File: config.mk
export PLATFORM = sky130hd
export DESIGN_NAME = uf_decoder_top
export DESIGN_NICKNAME = d
export VERILOG_FILES = /design/src/design/uf_pkg.sv /design/src/design/decoder_array.sv /design/src/design/neighbor_link.sv /design/src/design/processing_unit.sv /design/src/design/stage_controller.sv /design/src/design/uf_decoder_top.sv /design/src/design/wb_decoder_regs.sv
export SDC_FILE = /design/constraint.sdc
export NUM_CORES = 2
export LEC_CHECK = 0
export BUFFER_PORTS_ARGS = -buffer_cell sky130_fd_sc_hd__clkbuf_2
export CAP_MARGIN = 40
export CORE_MARGIN = 2
export CORE_UTILIZATION = 55
export CTS_CLUSTER_DIAMETER = 100
export DETAILED_ROUTE_END_ITERATION = 10
export GPL_TIMING_DRIVEN = 0
export PLACE_DENSITY = 0.74
export SLEW_MARGIN = 0
export SYNTH_ARGS = -nofsm -noshare
export SYNTH_HDL_FRONTEND = slang
export SYNTH_SLANG_ARGS = --single-unit
File: constraint.sdc
create_clock -name clk -period 13.05 [get_ports clk]
set_input_delay 2.61 -clock clk [delete_from_list [all_inputs] [get_ports clk]]
set_output_delay 2.61 -clock clk [all_outputs]
set_load 0.02 [all_outputs]
File: src/design/uf_pkg.sv
package uf_pkg;

    // planar surface code lattice, one layer of syndromes
    localparam int code_distance = 5;
    localparam int rows = code_distance;
    localparam int cols = code_distance - 1;
    localparam int pu_count = rows * cols;

    // the all-ones address is never a unit and marks a unit outside every cluster
    localparam int address_width = $clog2(pu_count + 1);
    localparam logic [address_width-1:0] no_root = '1;

    // growth steps until an edge or the boundary is fully grown
    localparam int neighbor_cost = 2;
    localparam int boundary_cost = 2;
    localparam int max_cost = (neighbor_cost > boundary_cost) ? neighbor_cost : boundary_cost;
    localparam int growth_width = $clog2(max_cost + 1);

    localparam int round_width = 4;

    // wishbone word addresses
    localparam int wb_addr_width = 6;
    localparam int wb_data_width = 32;
    localparam logic [wb_addr_width-1:0] reg_addr_control = 6'h00;
    localparam logic [wb_addr_width-1:0] reg_addr_status = 6'h01;
    localparam logic [wb_addr_width-1:0] reg_addr_syndrome = 6'h02;
    localparam logic [wb_addr_width-1:0] reg_addr_touching = 6'h03;
    localparam logic [wb_addr_width-1:0] reg_addr_root_base = 6'h10;

    typedef enum logic [2:0] {
        idle,
        load,
        grow,
        merge,
        done
    } stage_t;

endpackage

File: src/design/decoder_array.sv
module decoder_array (
    input  logic                                           clk,
    input  logic                                           reset,
    input  logic                                           load_syndromes,
    input  logic                                           grow_step,
    input  logic                                           merging,
    input  logic [uf_pkg::pu_count-1:0]                    syndromes,
    output logic [uf_pkg::pu_count*uf_pkg::address_width-1:0] roots,
    output logic [uf_pkg::pu_count-1:0]                    touching,
    output logic                                           changed
);

    logic [uf_pkg::pu_count-1:0] in_cluster;
    logic [uf_pkg::pu_count-1:0] unit_changed;
    // neighbor slots: 0 up, 1 down, 2 left, 3 right
    logic [3:0][uf_pkg::address_width-1:0] nbr_roots [uf_pkg::pu_count];
    logic [3:0] nbr_touching [uf_pkg::pu_count];

    assign changed = merging && (|unit_changed);

    for (genvar n = 0; n < uf_pkg::pu_count; n++) begin : pu_g
        processing_unit #(
            .pu_address(uf_pkg::address_width'(n))
        ) i_pu (
            .clk(clk),
            .reset(reset),
            .load_syndromes(load_syndromes),
            .grow_step(grow_step),
            .is_error_syndrome(syndromes[n]),
            .on_boundary(n % uf_pkg::cols == 0 || n % uf_pkg::cols == uf_pkg::cols - 1),
            .neighbor_roots(nbr_roots[n]),
            .neighbor_touching(nbr_touching[n]),
            .root(roots[n*uf_pkg::address_width +: uf_pkg::address_width]),
            .touching(touching[n]),
            .in_cluster(in_cluster[n]),
            .changed(unit_changed[n])
        );

        // each unit owns the links to its right and below
        if (n % uf_pkg::cols != uf_pkg::cols - 1) begin : right_g
            neighbor_link i_link (
                .clk(clk),
                .reset(reset),
                .load_syndromes(load_syndromes),
                .grow_step(grow_step),
                .a_in_cluster(in_cluster[n]),
                .b_in_cluster(in_cluster[n+1]),
                .a_root(roots[n*uf_pkg::address_width +: uf_pkg::address_width]),
                .b_root(roots[(n+1)*uf_pkg::address_width +: uf_pkg::address_width]),
                .a_touching(touching[n]),
                .b_touching(touching[n+1]),
                .root_to_a(nbr_roots[n][3]),
                .root_to_b(nbr_roots[n+1][2]),
                .touching_to_a(nbr_touching[n][3]),
                .touching_to_b(nbr_touching[n+1][2])
            );
        end else begin : right_edge_g
            assign nbr_roots[n][3] = uf_pkg::no_root;
            assign nbr_touching[n][3] = 1'b0;
        end

        if (n + uf_pkg::cols < uf_pkg::pu_count) begin : down_g
            neighbor_link i_link (
                .clk(clk),
                .reset(reset),
                .load_syndromes(load_syndromes),
                .grow_step(grow_step),
                .a_in_cluster(in_cluster[n]),
                .b_in_cluster(in_cluster[n+uf_pkg::cols]),
                .a_root(roots[n*uf_pkg::address_width +: uf_pkg::address_width]),
                .b_root(roots[(n+uf_pkg::cols)*uf_pkg::address_width +: uf_pkg::address_width]),
                .a_touching(touching[n]),
                .b_touching(touching[n+uf_pkg::cols]),
                .root_to_a(nbr_roots[n][1]),
                .root_to_b(nbr_roots[n+uf_pkg::cols][0]),
                .touching_to_a(nbr_touching[n][1]),
                .touching_to_b(nbr_touching[n+uf_pkg::cols][0])
            );
        end else begin : bottom_edge_g
            assign nbr_roots[n][1] = uf_pkg::no_root;
            assign nbr_touching[n][1] = 1'b0;
        end

        if (n % uf_pkg::cols == 0) begin : left_edge_g
            assign nbr_roots[n][2] = uf_pkg::no_root;
            assign nbr_touching[n][2] = 1'b0;
        end

        if (n < uf_pkg::cols) begin : top_edge_g
            assign nbr_roots[n][0] = uf_pkg::no_root;
            assign nbr_touching[n][0] = 1'b0;
        end
    end

endmodule

File: src/design/neighbor_link.sv
module neighbor_link (
    input  logic                             clk,
    input  logic                             reset,
    input  logic                             load_syndromes,
    input  logic                             grow_step,
    input  logic                             a_in_cluster,
    input  logic                             b_in_cluster,
    input  logic [uf_pkg::address_width-1:0] a_root,
    input  logic [uf_pkg::address_width-1:0] b_root,
    input  logic                             a_touching,
    input  logic                             b_touching,
    output logic [uf_pkg::address_width-1:0] root_to_a,
    output logic [uf_pkg::address_width-1:0] root_to_b,
    output logic                             touching_to_a,
    output logic                             touching_to_b
);

    logic [uf_pkg::growth_width-1:0] growth;
    logic [uf_pkg::growth_width:0] growth_sum;
    logic fully_grown;

    // both ends of the edge grow toward each other
    assign growth_sum = growth + a_in_cluster + b_in_cluster;
    assign fully_grown = growth == uf_pkg::neighbor_cost;

    always_ff @(posedge clk) begin
        if (reset || load_syndromes) begin
            growth <= '0;
            root_to_a <= uf_pkg::no_root;
            root_to_b <= uf_pkg::no_root;
            touching_to_a <= 1'b0;
            touching_to_b <= 1'b0;
        end else begin
            if (grow_step) begin
                growth <= (growth_sum >= uf_pkg::neighbor_cost)
                    ? uf_pkg::growth_width'(uf_pkg::neighbor_cost)
                    : growth_sum[uf_pkg::growth_width-1:0];
            end
            root_to_a <= fully_grown ? b_root : uf_pkg::no_root;
            root_to_b <= fully_grown ? a_root : uf_pkg::no_root;
            touching_to_a <= fully_grown && b_touching;
            touching_to_b <= fully_grown && a_touching;
        end
    end

endmodule

File: src/design/processing_unit.sv
module processing_unit #(
    parameter logic [uf_pkg::address_width-1:0] pu_address = '0
) (
    input  logic                                 clk,
    input  logic                                 reset,
    input  logic                                 load_syndromes,
    input  logic                                 grow_step,
    input  logic                                 is_error_syndrome,
    input  logic                                 on_boundary,
    input  logic [3:0][uf_pkg::address_width-1:0] neighbor_roots,
    input  logic [3:0]                           neighbor_touching,
    output logic [uf_pkg::address_width-1:0]     root,
    output logic                                 touching,
    output logic                                 in_cluster,
    output logic                                 changed
);

    logic [uf_pkg::address_width-1:0] merged_root;
    logic next_touching;
    logic [uf_pkg::growth_width-1:0] boundary_growth;
    logic [uf_pkg::growth_width-1:0] growth_next;

    assign in_cluster = root != uf_pkg::no_root;

    // no_root is the largest code, so the minimum keeps any real root
    always_comb begin
        merged_root = root;
        for (int n = 0; n < 4; n++) begin
            if (neighbor_roots[n] < merged_root) begin
                merged_root = neighbor_roots[n];
            end
        end
    end

    always_comb begin
        growth_next = boundary_growth;
        if (grow_step && in_cluster && on_boundary && boundary_growth < uf_pkg::boundary_cost) begin
            growth_next = boundary_growth + 1'b1;
        end
    end

    assign next_touching = touching || (|neighbor_touching)
        || (growth_next == uf_pkg::boundary_cost);
    assign changed = (merged_root != root) || (next_touching != touching);

    always_ff @(posedge clk) begin
        if (reset) begin
            root <= uf_pkg::no_root;
            touching <= 1'b0;
            boundary_growth <= '0;
        end else if (load_syndromes) begin
            root <= is_error_syndrome ? pu_address : uf_pkg::no_root;
            touching <= 1'b0;
            boundary_growth <= '0;
        end else begin
            root <= merged_root;
            touching <= next_touching;
            boundary_growth <= growth_next;
        end
    end

endmodule

File: src/design/stage_controller.sv
module stage_controller (
    input  logic                         clk,
    input  logic                         reset,
    input  logic                         start,
    input  logic [uf_pkg::round_width-1:0] rounds,
    input  logic                         changed,
    output logic                         load_syndromes,
    output logic                         grow_step,
    output logic                         merging,
    output logic                         busy,
    output logic                         done
);

    uf_pkg::stage_t state;
    logic [uf_pkg::round_width-1:0] rounds_left;
    // one quiet merge cycle already seen
    logic quiet;

    always_ff @(posedge clk) begin
        if (reset) begin
            state <= uf_pkg::idle;
            rounds_left <= '0;
            quiet <= 1'b0;
        end else begin
            case (state)
                uf_pkg::idle, uf_pkg::done: begin
                    if (start) begin
                        state <= uf_pkg::load;
                        rounds_left <= rounds;
                    end
                end
                uf_pkg::load: begin
                    state <= (rounds_left == '0) ? uf_pkg::done : uf_pkg::grow;
                end
                uf_pkg::grow: begin
                    rounds_left <= rounds_left - 1'b1;
                    quiet <= 1'b0;
                    state <= uf_pkg::merge;
                end
                uf_pkg::merge: begin
                    // links add a cycle, so a single quiet cycle is not yet a fixpoint
                    if (changed) begin
                        quiet <= 1'b0;
                    end else if (!quiet) begin
                        quiet <= 1'b1;
                    end else if (rounds_left == '0) begin
                        state <= uf_pkg::done;
                    end else begin
                        state <= uf_pkg::grow;
                    end
                end
                default: begin
                    state <= uf_pkg::idle;
                end
            endcase
        end
    end

    assign load_syndromes = state == uf_pkg::load;
    assign grow_step = state == uf_pkg::grow;
    assign merging = state == uf_pkg::merge;
    assign busy = load_syndromes || grow_step || merging;
    assign done = state == uf_pkg::done;

endmodule

File: src/design/uf_decoder_top.sv
module uf_decoder_top (
    input  logic                             clk,
    input  logic                             reset,
    input  logic                             wb_cyc,
    input  logic                             wb_stb,
    input  logic                             wb_we,
    input  logic [uf_pkg::wb_addr_width-1:0] wb_adr,
    input  logic [uf_pkg::wb_data_width-1:0] wb_dat_w,
    output logic [uf_pkg::wb_data_width-1:0] wb_dat_r,
    output logic                             wb_ack
);

    logic start;
    logic [uf_pkg::round_width-1:0] rounds;
    logic busy;
    logic done;
    logic load_syndromes;
    logic grow_step;
    logic merging;
    logic changed;
    logic [uf_pkg::pu_count-1:0] syndromes;
    logic [uf_pkg::pu_count*uf_pkg::address_width-1:0] roots;
    logic [uf_pkg::pu_count-1:0] touching;

    wb_decoder_regs i_regs (
        .clk(clk),
        .reset(reset),
        .wb_cyc(wb_cyc),
        .wb_stb(wb_stb),
        .wb_we(wb_we),
        .wb_adr(wb_adr),
        .wb_dat_w(wb_dat_w),
        .wb_dat_r(wb_dat_r),
        .wb_ack(wb_ack),
        .busy(busy),
        .done(done),
        .roots(roots),
        .touching(touching),
        .start(start),
        .rounds(rounds),
        .syndromes(syndromes)
    );

    stage_controller i_controller (
        .clk(clk),
        .reset(reset),
        .start(start),
        .rounds(rounds),
        .changed(changed),
        .load_syndromes(load_syndromes),
        .grow_step(grow_step),
        .merging(merging),
        .busy(busy),
        .done(done)
    );

    decoder_array i_array (
        .clk(clk),
        .reset(reset),
        .load_syndromes(load_syndromes),
        .grow_step(grow_step),
        .merging(merging),
        .syndromes(syndromes),
        .roots(roots),
        .touching(touching),
        .changed(changed)
    );

endmodule

File: src/design/wb_decoder_regs.sv
module wb_decoder_regs (
    input  logic                                           clk,
    input  logic                                           reset,
    input  logic                                           wb_cyc,
    input  logic                                           wb_stb,
    input  logic                                           wb_we,
    input  logic [uf_pkg::wb_addr_width-1:0]               wb_adr,
    input  logic [uf_pkg::wb_data_width-1:0]               wb_dat_w,
    output logic [uf_pkg::wb_data_width-1:0]               wb_dat_r,
    output logic                                           wb_ack,
    input  logic                                           busy,
    input  logic                                           done,
    input  logic [uf_pkg::pu_count*uf_pkg::address_width-1:0] roots,
    input  logic [uf_pkg::pu_count-1:0]                    touching,
    output logic                                           start,
    output logic [uf_pkg::round_width-1:0]                 rounds,
    output logic [uf_pkg::pu_count-1:0]                    syndromes
);

    logic request;
    // current strobe already answered, wait for it to drop
    logic served;
    logic [uf_pkg::wb_addr_width-1:0] root_index;
    logic [uf_pkg::wb_data_width-1:0] read_data;

    assign request = wb_cyc && wb_stb;
    assign root_index = wb_adr - uf_pkg::reg_addr_root_base;

    always_comb begin
        read_data = '0;
        case (wb_adr)
            uf_pkg::reg_addr_control: read_data[7:4] = rounds;
            uf_pkg::reg_addr_status: read_data[1:0] = {done, busy};
            uf_pkg::reg_addr_syndrome: read_data[uf_pkg::pu_count-1:0] = syndromes;
            uf_pkg::reg_addr_touching: read_data[uf_pkg::pu_count-1:0] = touching;
            default: begin
                // addresses below the root window wrap to a large index
                if (root_index < uf_pkg::pu_count) begin
                    read_data[uf_pkg::address_width-1:0] =
                        roots[root_index*uf_pkg::address_width +: uf_pkg::address_width];
                end
            end
        endcase
    end

    always_ff @(posedge clk) begin
        if (reset) begin
            wb_ack <= 1'b0;
            served <= 1'b0;
            start <= 1'b0;
            rounds <= '0;
            syndromes <= '0;
        end else begin
            wb_ack <= 1'b0;
            start <= 1'b0;
            if (!request) begin
                served <= 1'b0;
            end else if (!served) begin
                wb_ack <= 1'b1;
                served <= 1'b1;
                if (wb_we && wb_adr == uf_pkg::reg_addr_control && !busy) begin
                    start <= wb_dat_w[0];
                    rounds <= wb_dat_w[7:4];
                end
                if (wb_we && wb_adr == uf_pkg::reg_addr_syndrome) begin
                    syndromes <= wb_dat_w[uf_pkg::pu_count-1:0];
                end
            end
        end
    end

    // read data is captured together with the ack
    always_ff @(posedge clk) begin
        if (request && !served) begin
            wb_dat_r <= read_data;
        end
    end

endmodule

* Word level (Yosys, flattened, before mapping)
Index checks and enable logic that the tools add are counted.
Word-level totals: bits in registers 629, bits of input ports 43, output and inout port bits 33, word-level logic and storage cells 944
Operators by class: $add $sub $neg 74, multipliers 1, order comparisons 122, eq/ne operators 111, shifts and indexed selects 1, muxes and demuxes 178, bitwise logic cells 34, reductions and logical operators 209
Operator list (count):
- 5-bit two-way mux | 117
- 5-bit less-than comparator | 62
- 5-bit != test | 20
- 5-bit != test, second input constant | 20
- 100-bit by 10-bit indexed part select with 5-bit output | 1
- 2-bit by 1-bit adder with 3-bit output | 31
- 3-bit by 1-bit adder with 3-bit output | 31
- 3-bit by 2-bit >= comparator with 1-bit output, second input constant | 31
- 5-bit less-than comparator, first input constant | 18
- 1-bit logical AND | 88
- 2-bit == test, second input constant | 41
- 2-bit two-way mux | 41
- 2-bit OR reduction | 39
- 1-bit logical OR | 53
- 1-bit inverter | 34
- 3-bit OR reduction | 10
- 4-bit OR reduction | 7
- 12-bit one-hot mux with 2 select lines | 1
- 2-bit by 1-bit adder with 2-bit output, second input constant | 10
- 2-bit less-than comparator, second input constant | 10
- 4-bit two-way mux | 5
- 1-bit != test | 20
- 20-bit OR reduction | 1
- 6-bit by 2-bit == test with 1-bit output, second input constant | 2
- other kinds (25) | 37

* Logic depth before layout (Yosys ltp)
depth after elaboration 14, mapped depth 41, gate-level depth less buffers 39

* By module
From an unflattened synthesis, not the netlist that was laid out.
Unflattened totals: cells, all modules 5140, area, all modules 45576.2 µm²
By module, submodules not included:
- neighbor_link | instances 31, cells each 40, area an instance 475.5 µm², sequential area each 280.3 µm²
- wb_decoder_regs | instances 1, cells each 272, area an instance 2849.0 µm², sequential area each 1141.1 µm²
- processing_unit (i_array.pu_g[2].i_pu) | instances 1, cells each 208, area an instance 1592.8 µm², sequential area each 160.2 µm²
- processing_unit (i_array.pu_g[7].i_pu) | instances 1, cells each 200, area an instance 1524.0 µm², sequential area each 160.2 µm²
- processing_unit (i_array.pu_g[12].i_pu) | instances 1, cells each 202, area an instance 1492.7 µm², sequential area each 160.2 µm²
- processing_unit (i_array.pu_g[3].i_pu) | instances 1, cells each 194, area an instance 1472.7 µm², sequential area each 160.2 µm²
- processing_unit (i_array.pu_g[11].i_pu) | instances 1, cells each 190, area an instance 1442.6 µm², sequential area each 160.2 µm²
- processing_unit (i_array.pu_g[0].i_pu) | instances 1, cells each 178, area an instance 1428.9 µm², sequential area each 160.2 µm²
- processing_unit (i_array.pu_g[19].i_pu) | instances 1, cells each 175, area an instance 1395.1 µm², sequential area each 160.2 µm²
- processing_unit (i_array.pu_g[13].i_pu) | instances 1, cells each 184, area an instance 1375.1 µm², sequential area each 160.2 µm²
- processing_unit (i_array.pu_g[4].i_pu) | instances 1, cells each 170, area an instance 1363.8 µm², sequential area each 160.2 µm²
- processing_unit (i_array.pu_g[15].i_pu) | instances 1, cells each 170, area an instance 1351.3 µm², sequential area each 160.2 µm²
- processing_unit (i_array.pu_g[1].i_pu) | instances 1, cells each 168, area an instance 1335.0 µm², sequential area each 160.2 µm²
- processing_unit (i_array.pu_g[8].i_pu) | instances 1, cells each 172, area an instance 1331.3 µm², sequential area each 160.2 µm²
- 10 more rows

* Least setup slack after synthesis
OpenSTA, ideal clock, no wires.
path kind register to register, from register i_array.pu_g[10].i_pu.root[1] (netlist name), to register i_controller.state[1], library setup time 0.116 ns, arrival 7.549 ns, data required time 12.934 ns, path slack 5.385 ns, stages on the path, launching flop included 39, buffers on the path 2, period minus slack after synthesis 7.665 ns, cell sequence dfxtp_1 -> clkbuf_1 -> inv_1 -> ha_1 -> a21oi_1 -> o21ai_2 -> a21oi_1 -> nor2_1 -> a21oi_1 -> ha_1 -> and2_1 -> a21o_1 -> a21oi_1 -> mux2i_1 -> inv_1 -> ha_1 -> a21oi_1 -> o2111a_1 -> (+3 left out) -> mux2_4 -> inv_1 -> ha_1 -> a21oi_1 -> o21ai_0 -> a21oi_1 -> a221o_1 -> nor4_1 -> nand4_1 -> nor4_1 -> o2111ai_1 -> nor4_1 -> o311a_1 -> nand4b_1 -> or4_1 -> a2111oi_4 -> nand4b_1 -> a31o_1
Between the ends: longest elaborated chain between the ends 14
RTL lines:
- from (decl) | line processing_unit.sv:12 | output logic [uf_pkg::address_width-1:0] root,
- from (signal assigned) | line processing_unit.sv:48 | root <= uf_pkg::no_root;
- from (signal assigned) | line processing_unit.sv:52 | root <= is_error_syndrome ? pu_address : uf_pkg::no_root;
- from (signal assigned) | line processing_unit.sv:56 | root <= merged_root;
- 5-bit less-than comparator | line processing_unit.sv:29 | if (neighbor_roots[n] < merged_root) begin
- 5-bit two-way mux | line processing_unit.sv:29
- 5-bit less-than comparator | line processing_unit.sv:29
- 5-bit two-way mux | line processing_unit.sv:29
- 5-bit less-than comparator | line processing_unit.sv:29
- 5-bit two-way mux | line processing_unit.sv:29
- 5-bit less-than comparator | line processing_unit.sv:29
- 5-bit two-way mux | line processing_unit.sv:29
- 5-bit != test (*) | line processing_unit.sv:44 | assign changed = (merged_root != root) || (next_touching != touching);
- 1-bit logical OR (*) | line processing_unit.sv:44
- 20-bit OR reduction (*) | line decoder_array.sv:19 | assign changed = merging && (|unit_changed);
- 1-bit logical AND (*) | line decoder_array.sv:19
- 2-bit != test (no source line) (*)
- 3-bit AND reduction (no source line) (*)
- to (signal assigned) | line stage_controller.sv:21 | state <= uf_pkg::idle;
- to (signal assigned) | line stage_controller.sv:28 | state <= uf_pkg::load;
- to (signal assigned) | line stage_controller.sv:33 | state <= (rounds_left == '0) ? uf_pkg::done : uf_pkg::grow;
- to (decl) | line stage_controller.sv:14 | uf_pkg::stage_t state;
Mark *: on every way between the ends. The rest lies on a longest branch, timed or not. A chain may end at the register's enable or synchronous reset.

* Worst setup path in the final report
from register i_array.pu_g[14].i_pu.root[1] (netlist name), to register i_controller.state[1]
Between the ends: longest elaborated chain between the ends 14
RTL lines (line):
- from (decl) | processing_unit.sv:12
- from (signal assigned) | processing_unit.sv:48
- from (signal assigned) | processing_unit.sv:52
- from (signal assigned) | processing_unit.sv:56
- 5-bit less-than comparator | processing_unit.sv:29
- 5-bit two-way mux | processing_unit.sv:29
- 5-bit less-than comparator | processing_unit.sv:29
- 5-bit two-way mux | processing_unit.sv:29
- 5-bit less-than comparator | processing_unit.sv:29
- 5-bit two-way mux | processing_unit.sv:29
- 5-bit less-than comparator | processing_unit.sv:29
- 5-bit two-way mux | processing_unit.sv:29
- 5-bit != test (*) | processing_unit.sv:44
- 1-bit logical OR (*) | processing_unit.sv:44
- 20-bit OR reduction (*) | decoder_array.sv:19
- 1-bit logical AND (*) | decoder_array.sv:19
- 2-bit != test (no source line) (*)
- 3-bit AND reduction (no source line) (*)
Marked as above.

==> results summary <==
At the end of routability-driven placement, the weighted congestion stood at approximately 1.1. For this run, the slowest stage of the critical path takes between 0.5 and 0.6 ns. Summing all placed instances gives a cell area of around 37000 um^2. The height of the die came out at approximately 260 um. The H-tree level count is 3. The signal arrival time at the worst endpoint is between 10 and 15 ns. The worst path needs between 10 and 15 ns of the cycle, external delays included. In this run the critical register-to-register path is captured at i_controller.state[1]$_SDFFE_PP0P_. Headroom to the max-slew limit came out at 31.88%.

Dividing total power by cell area gives a power density of 244.4 nW/um^2. The total of hold buffers inserted after clock tree synthesis is 0. The worst hold path terminates at i_regs.wb_ack$_SDFF_PP0_. After filler insertion, the fill cell instance count of the layout stands at about 5400.

The Yosys step of the flow raised 0 warnings. The total area inside the core boundary comes to 63200 um^2. The mean number of vias per cell is ~6.3. The average wire per cell in the routed design is about 25 um. For the final routed database, the setup TNS stands at 0 ns. The start-to-end type of the worst setup path is reg2reg. The flip-flop and latch count after synthesis came out at 629. Based on the critical path, the design can be clocked at up to approximately 90 MHz. The total I/O pin count came out at 76. By count the netlist is led by dfxtp_1 (609), nand2_1 (583), inv_1 (309).

The insertion delay to the later sink of the worst-skew pair came out at around 0.65 ns. By instance count, the leading cell after synthesis is dfxtp_1. The area of the die is 66030 um^2. The number of buffers on the longest clock path came out at 3. In this run the most critical hold path is launched from i_regs.served$_SDFF_PP0_.

The maximum number of pins on one net before global-route repair is 15. The cell count of the worst hold path is 1. The met3 track utilization from global routing came out at under 10%. The maximum fanout along the worst path is 10. Summed over all nets, the half-perimeter wirelength after detailed placement is around 100 mm.

Counting cells, the worst reg-to-reg path comes to 40. Setup repair after global routing left no endpoint under its margin. The count of buffer and inverter cells on the critical path came out at 5. The total standard cell area after synthesis came out at ~35000 um^2. The most used flip-flop cell after synthesis is dfxtp_1. The number of clock buffers inserted by TritonCTS came out at 70. The number of I/O port buffers is 47. The cell sitting at the root of the clock tree is a clkbuf_16.

The proportion of register bits with asynchronous set or reset after synthesis came out at 0%. The met2 track utilization from global routing is about 57%. The cell type contributing the most total cell area after synthesis is dfxtp_1. The layout overhead on the synthesized area came out at 12.38%. The first routing iteration left 4367 violations. Yosys attributes the largest share of cell area to dfxtp_1 (35%), ha_1 (9.6%), nand2_1 (6.2%).

The total overflow left after global routing is 0. In this run, synthesis inferred 20 flip-flops with an integrated enable. The met1 routing resource usage after global routing came out at ~49%. The total DRC errors in the routed layout came out at 0. For this run, the total global-route usage over all layers was measured as a little under two fifths.

The number of antenna violations at the first check in global routing came to 7. The routed design has approximately 130 mm of wire. On the critical path, the stage with the largest delay is an instance of a2111oi_4. The number of search-and-repair iterations in the first detailed-routing pass came out at 6. The die width is ~260 um. The via count of the first global-routing pass came out at 29800. In this run the most used layer during global routing was met2. The post-synthesis cell type count came out at between 100 and 150. The peak supply drop is between 0.1 and 0.15 mV. The count of nets left with antenna violations after detail routing came out at 0.

The critical path data required time came out at about 14 ns. The ratio of final minimum period to clock period is between 80% and 90%. The fraction of layout instances using a drive strength above 1 is 9.333%. After clock tree synthesis, the clock-pin slew on the worst setup and hold paths is around 0.06 ns. The floorplan row count is just over 90.

At the pin with the least slew margin, the transition time is between 1 and 1.5 ns. The tool flagged a number of max-cap violations equal to 0. The final number of max-transition violations was 0. Grouping stages by cell kind, the critical path spends the most delay in compound AO/OA/AOI/OAI gates. STA classifies the critical path endpoint as a flop. The final setup skew is ~0.032 ns. The total of cells resized after clock tree synthesis is 0. The average cell area after synthesis came out at 8.731 um^2. For this design, the sink count on the clock tree is roughly 630. The finished cells cover about 40000 um^2. The sequential-to-total area share from yosys stat is a little over a third. The internal reg-to-reg setup slack is about 2 ns. The final setup violation count is 0. For this configuration, the core starts out at a cell density of 55.69%. TritonCTS built the clock tree. STA classifies the critical path startpoint as a flop. The flow ran to the end, and the final reports show no timing, DRC or antenna violations. The hold violation total from the final report came out at 0. The leakage power total is between 0.015 and 0.02 uW. The startpoint identified for the worst register-to-register timing path is i_array.pu_g[14].i_pu.root[1]$_SDFF_PP1_. The top cell type's share of synthesized area is ~35%. The fraction of the core area covered by cells at the end of the flow is approximately 63%. The number of buffers inserted to repair setup after CTS is 0. By instance count, the cell type seen most on the critical path is a21oi_1. Synthesis handed over a netlist of a little over 4000 instances. The type of the most critical hold path is reg2reg. The first-pass GRT wire length came out at ~190 mm. The total number of nets in the final design came out at ~4600.

The total via count after detailed routing came out at about 33000.
## metal layers
layer / vias to the layer above / routed length, um
met1: 15390 / 49570
met4: 10 / 10080
met5: - / 68
met3: 472 / 14410
met2: 1984 / 53690
li1: 14660 / -
## flip-flops by register name (all words and copies together) (netlist names), 3 cells and up
signal	flops
i_array.pu_g.right_g.i_link.growth	30
i_array.pu_g.right_g.i_link.touching_to_a	15
i_array.pu_g.i_pu.touching	20
i_array.pu_g.down_g.i_link.root_to_a	80
i_array.pu_g.right_g.i_link.root_to_a	75
i_array.pu_g.i_pu.root	100
i_array.pu_g.down_g.i_link.root_to_b	80
i_regs.rounds	4
i_controller.state	3
i_array.pu_g.down_g.i_link.touching_to_b	16
i_array.pu_g.i_pu.boundary_growth	20
i_regs.wb_dat_r	20
i_array.pu_g.right_g.i_link.touching_to_b	15
i_regs.syndromes	20
i_controller.rounds_left	4
i_array.pu_g.down_g.i_link.growth	32
i_array.pu_g.down_g.i_link.touching_to_a	16
i_array.pu_g.right_g.i_link.root_to_b	75
## layout by cell type, fill, tap and decap left out, types with 19 or more instances in the layout
cell type / netlist / routed
a211oi_1: 60 / 60
a21o_1: 50 / 50
a21oi_1: 222 / 222
a31oi_1: 38 / 38
and2_1: 42 / 42
and3_1: 19 / 19
buf_2: 6 / 24
buf_4: 14 / 25
clkbuf_1: 118 / 130
clkbuf_16: 0 / 70
clkbuf_2: 0 / 48
dfxtp_1: 609 / 609
edfxtp_1: 20 / 20
fa_1: 31 / 31
ha_1: 269 / 269
inv_1: 309 / 309
mux2_2: 50 / 50
mux2i_1: 114 / 114
mux4_2: 30 / 30
nand2_1: 583 / 583
nand2b_1: 98 / 98
nand3_1: 56 / 56
nand3b_1: 33 / 33
nand4_1: 22 / 22
nor2_1: 232 / 231
nor2b_1: 32 / 32
nor3_1: 105 / 92
nor3b_1: 44 / 44
nor4_1: 52 / 50
o2111ai_1: 19 / 19
o211ai_1: 50 / 50
o21a_1: 36 / 36
o21ai_0: 173 / 173
o22ai_1: 34 / 34
xnor2_1: 88 / 88
xor2_1: 24 / 24
## power breakdown
part / total, uW / switching, uW / internal [uW]
sequential: 2110 / 108 / 2010
clock: 2080 / 871 / 1210
combinational: 5470 / 3410 / 2060
## per-stage QoR
step / hold slack [ns] / instances / total power (uW) / worst slack [ns]
after floorplan: 0.4012 / 4042 / 5870 / 5.385
after global placement: 0.4113 / 4935 / 7171 / 2.273
after detailed placement: 0.4505 / 4986 / 7382 / 2.511
after CTS: 0.4611 / 5116 / 9461 / 2.385
after global routing: 0.4687 / 5122 / 10170 / 1.701
final: 0.4605 / 5123 / 9667 / 1.994
## layout make-up
class | count | area (um^2) | area share, %
Antenna cell | 2 | 5.005 | 0.01265
Tap cell | 846 | 1059 | 2.676
Timing Repair Buffer | 103 | 732.0 | 1.851
Inverter | 321 | 1205 | 3.046
Sequential cell | 629 | 12790 | 32.34
Multi-Input combinational cell | 2940 | 20670 | 52.25
Buffer | 152 | 653.1 | 1.651
Clock buffer | 97 | 2003 | 5.065
Clock inverter | 33 | 435.4 | 1.101
## cell families after synthesis
logic type | count (synthesis) | share of synthesized area (%)
AOI/OAI and AO/OA | 923 | 18.17
xor gates and xnor gates | 112 | 2.787
adders and majority gates | 309 | 11.59
buffers and inverters | 473 | 5.279
DFF | 629 | 36.35
muxes | 202 | 7.096
other | 1 | 0.01065
and+or+nand+nor | 1382 | 18.72
## worst max-delay path by stage
stage	slack [ns]	cells after the start	endpoint	from
global placement	2.27	39	i_controller.state[1]$_SDFFE_PP0P_	i_array.pu_g[14].i_pu.root[1]$_SDFF_PP1_
global route	1.70	40	i_controller.state[1]$_SDFFE_PP0P_	i_array.pu_g[14].i_pu.root[1]$_SDFF_PP1_
finish	1.99	40	i_controller.state[1]$_SDFFE_PP0P_	i_array.pu_g[14].i_pu.root[1]$_SDFF_PP1_
CTS	2.38	38	i_controller.state[1]$_SDFFE_PP0P_	i_array.pu_g[13].i_pu.root[2]$_SDFF_PP1_
detailed placement	2.51	38	i_controller.state[1]$_SDFFE_PP0P_	i_array.pu_g[13].i_pu.root[2]$_SDFF_PP1_
floorplan	5.39	38	i_controller.state[1]$_SDFFE_PP0P_	i_array.pu_g[10].i_pu.root[1]$_SDFF_PP1_
## worst register-to-register path, delay by kind of cell (launching register included)
kind | cells | cell delay, ns
AOI/OAI and AO/OA | 18 | 4.83
and+or+nand+nor | 13 | 3.05
buffers and inverters | 5 | 1.71
adders and majority gates | 4 | 1.05
DFF | 1 | 0.30
(Power assumes the default switching activity.)
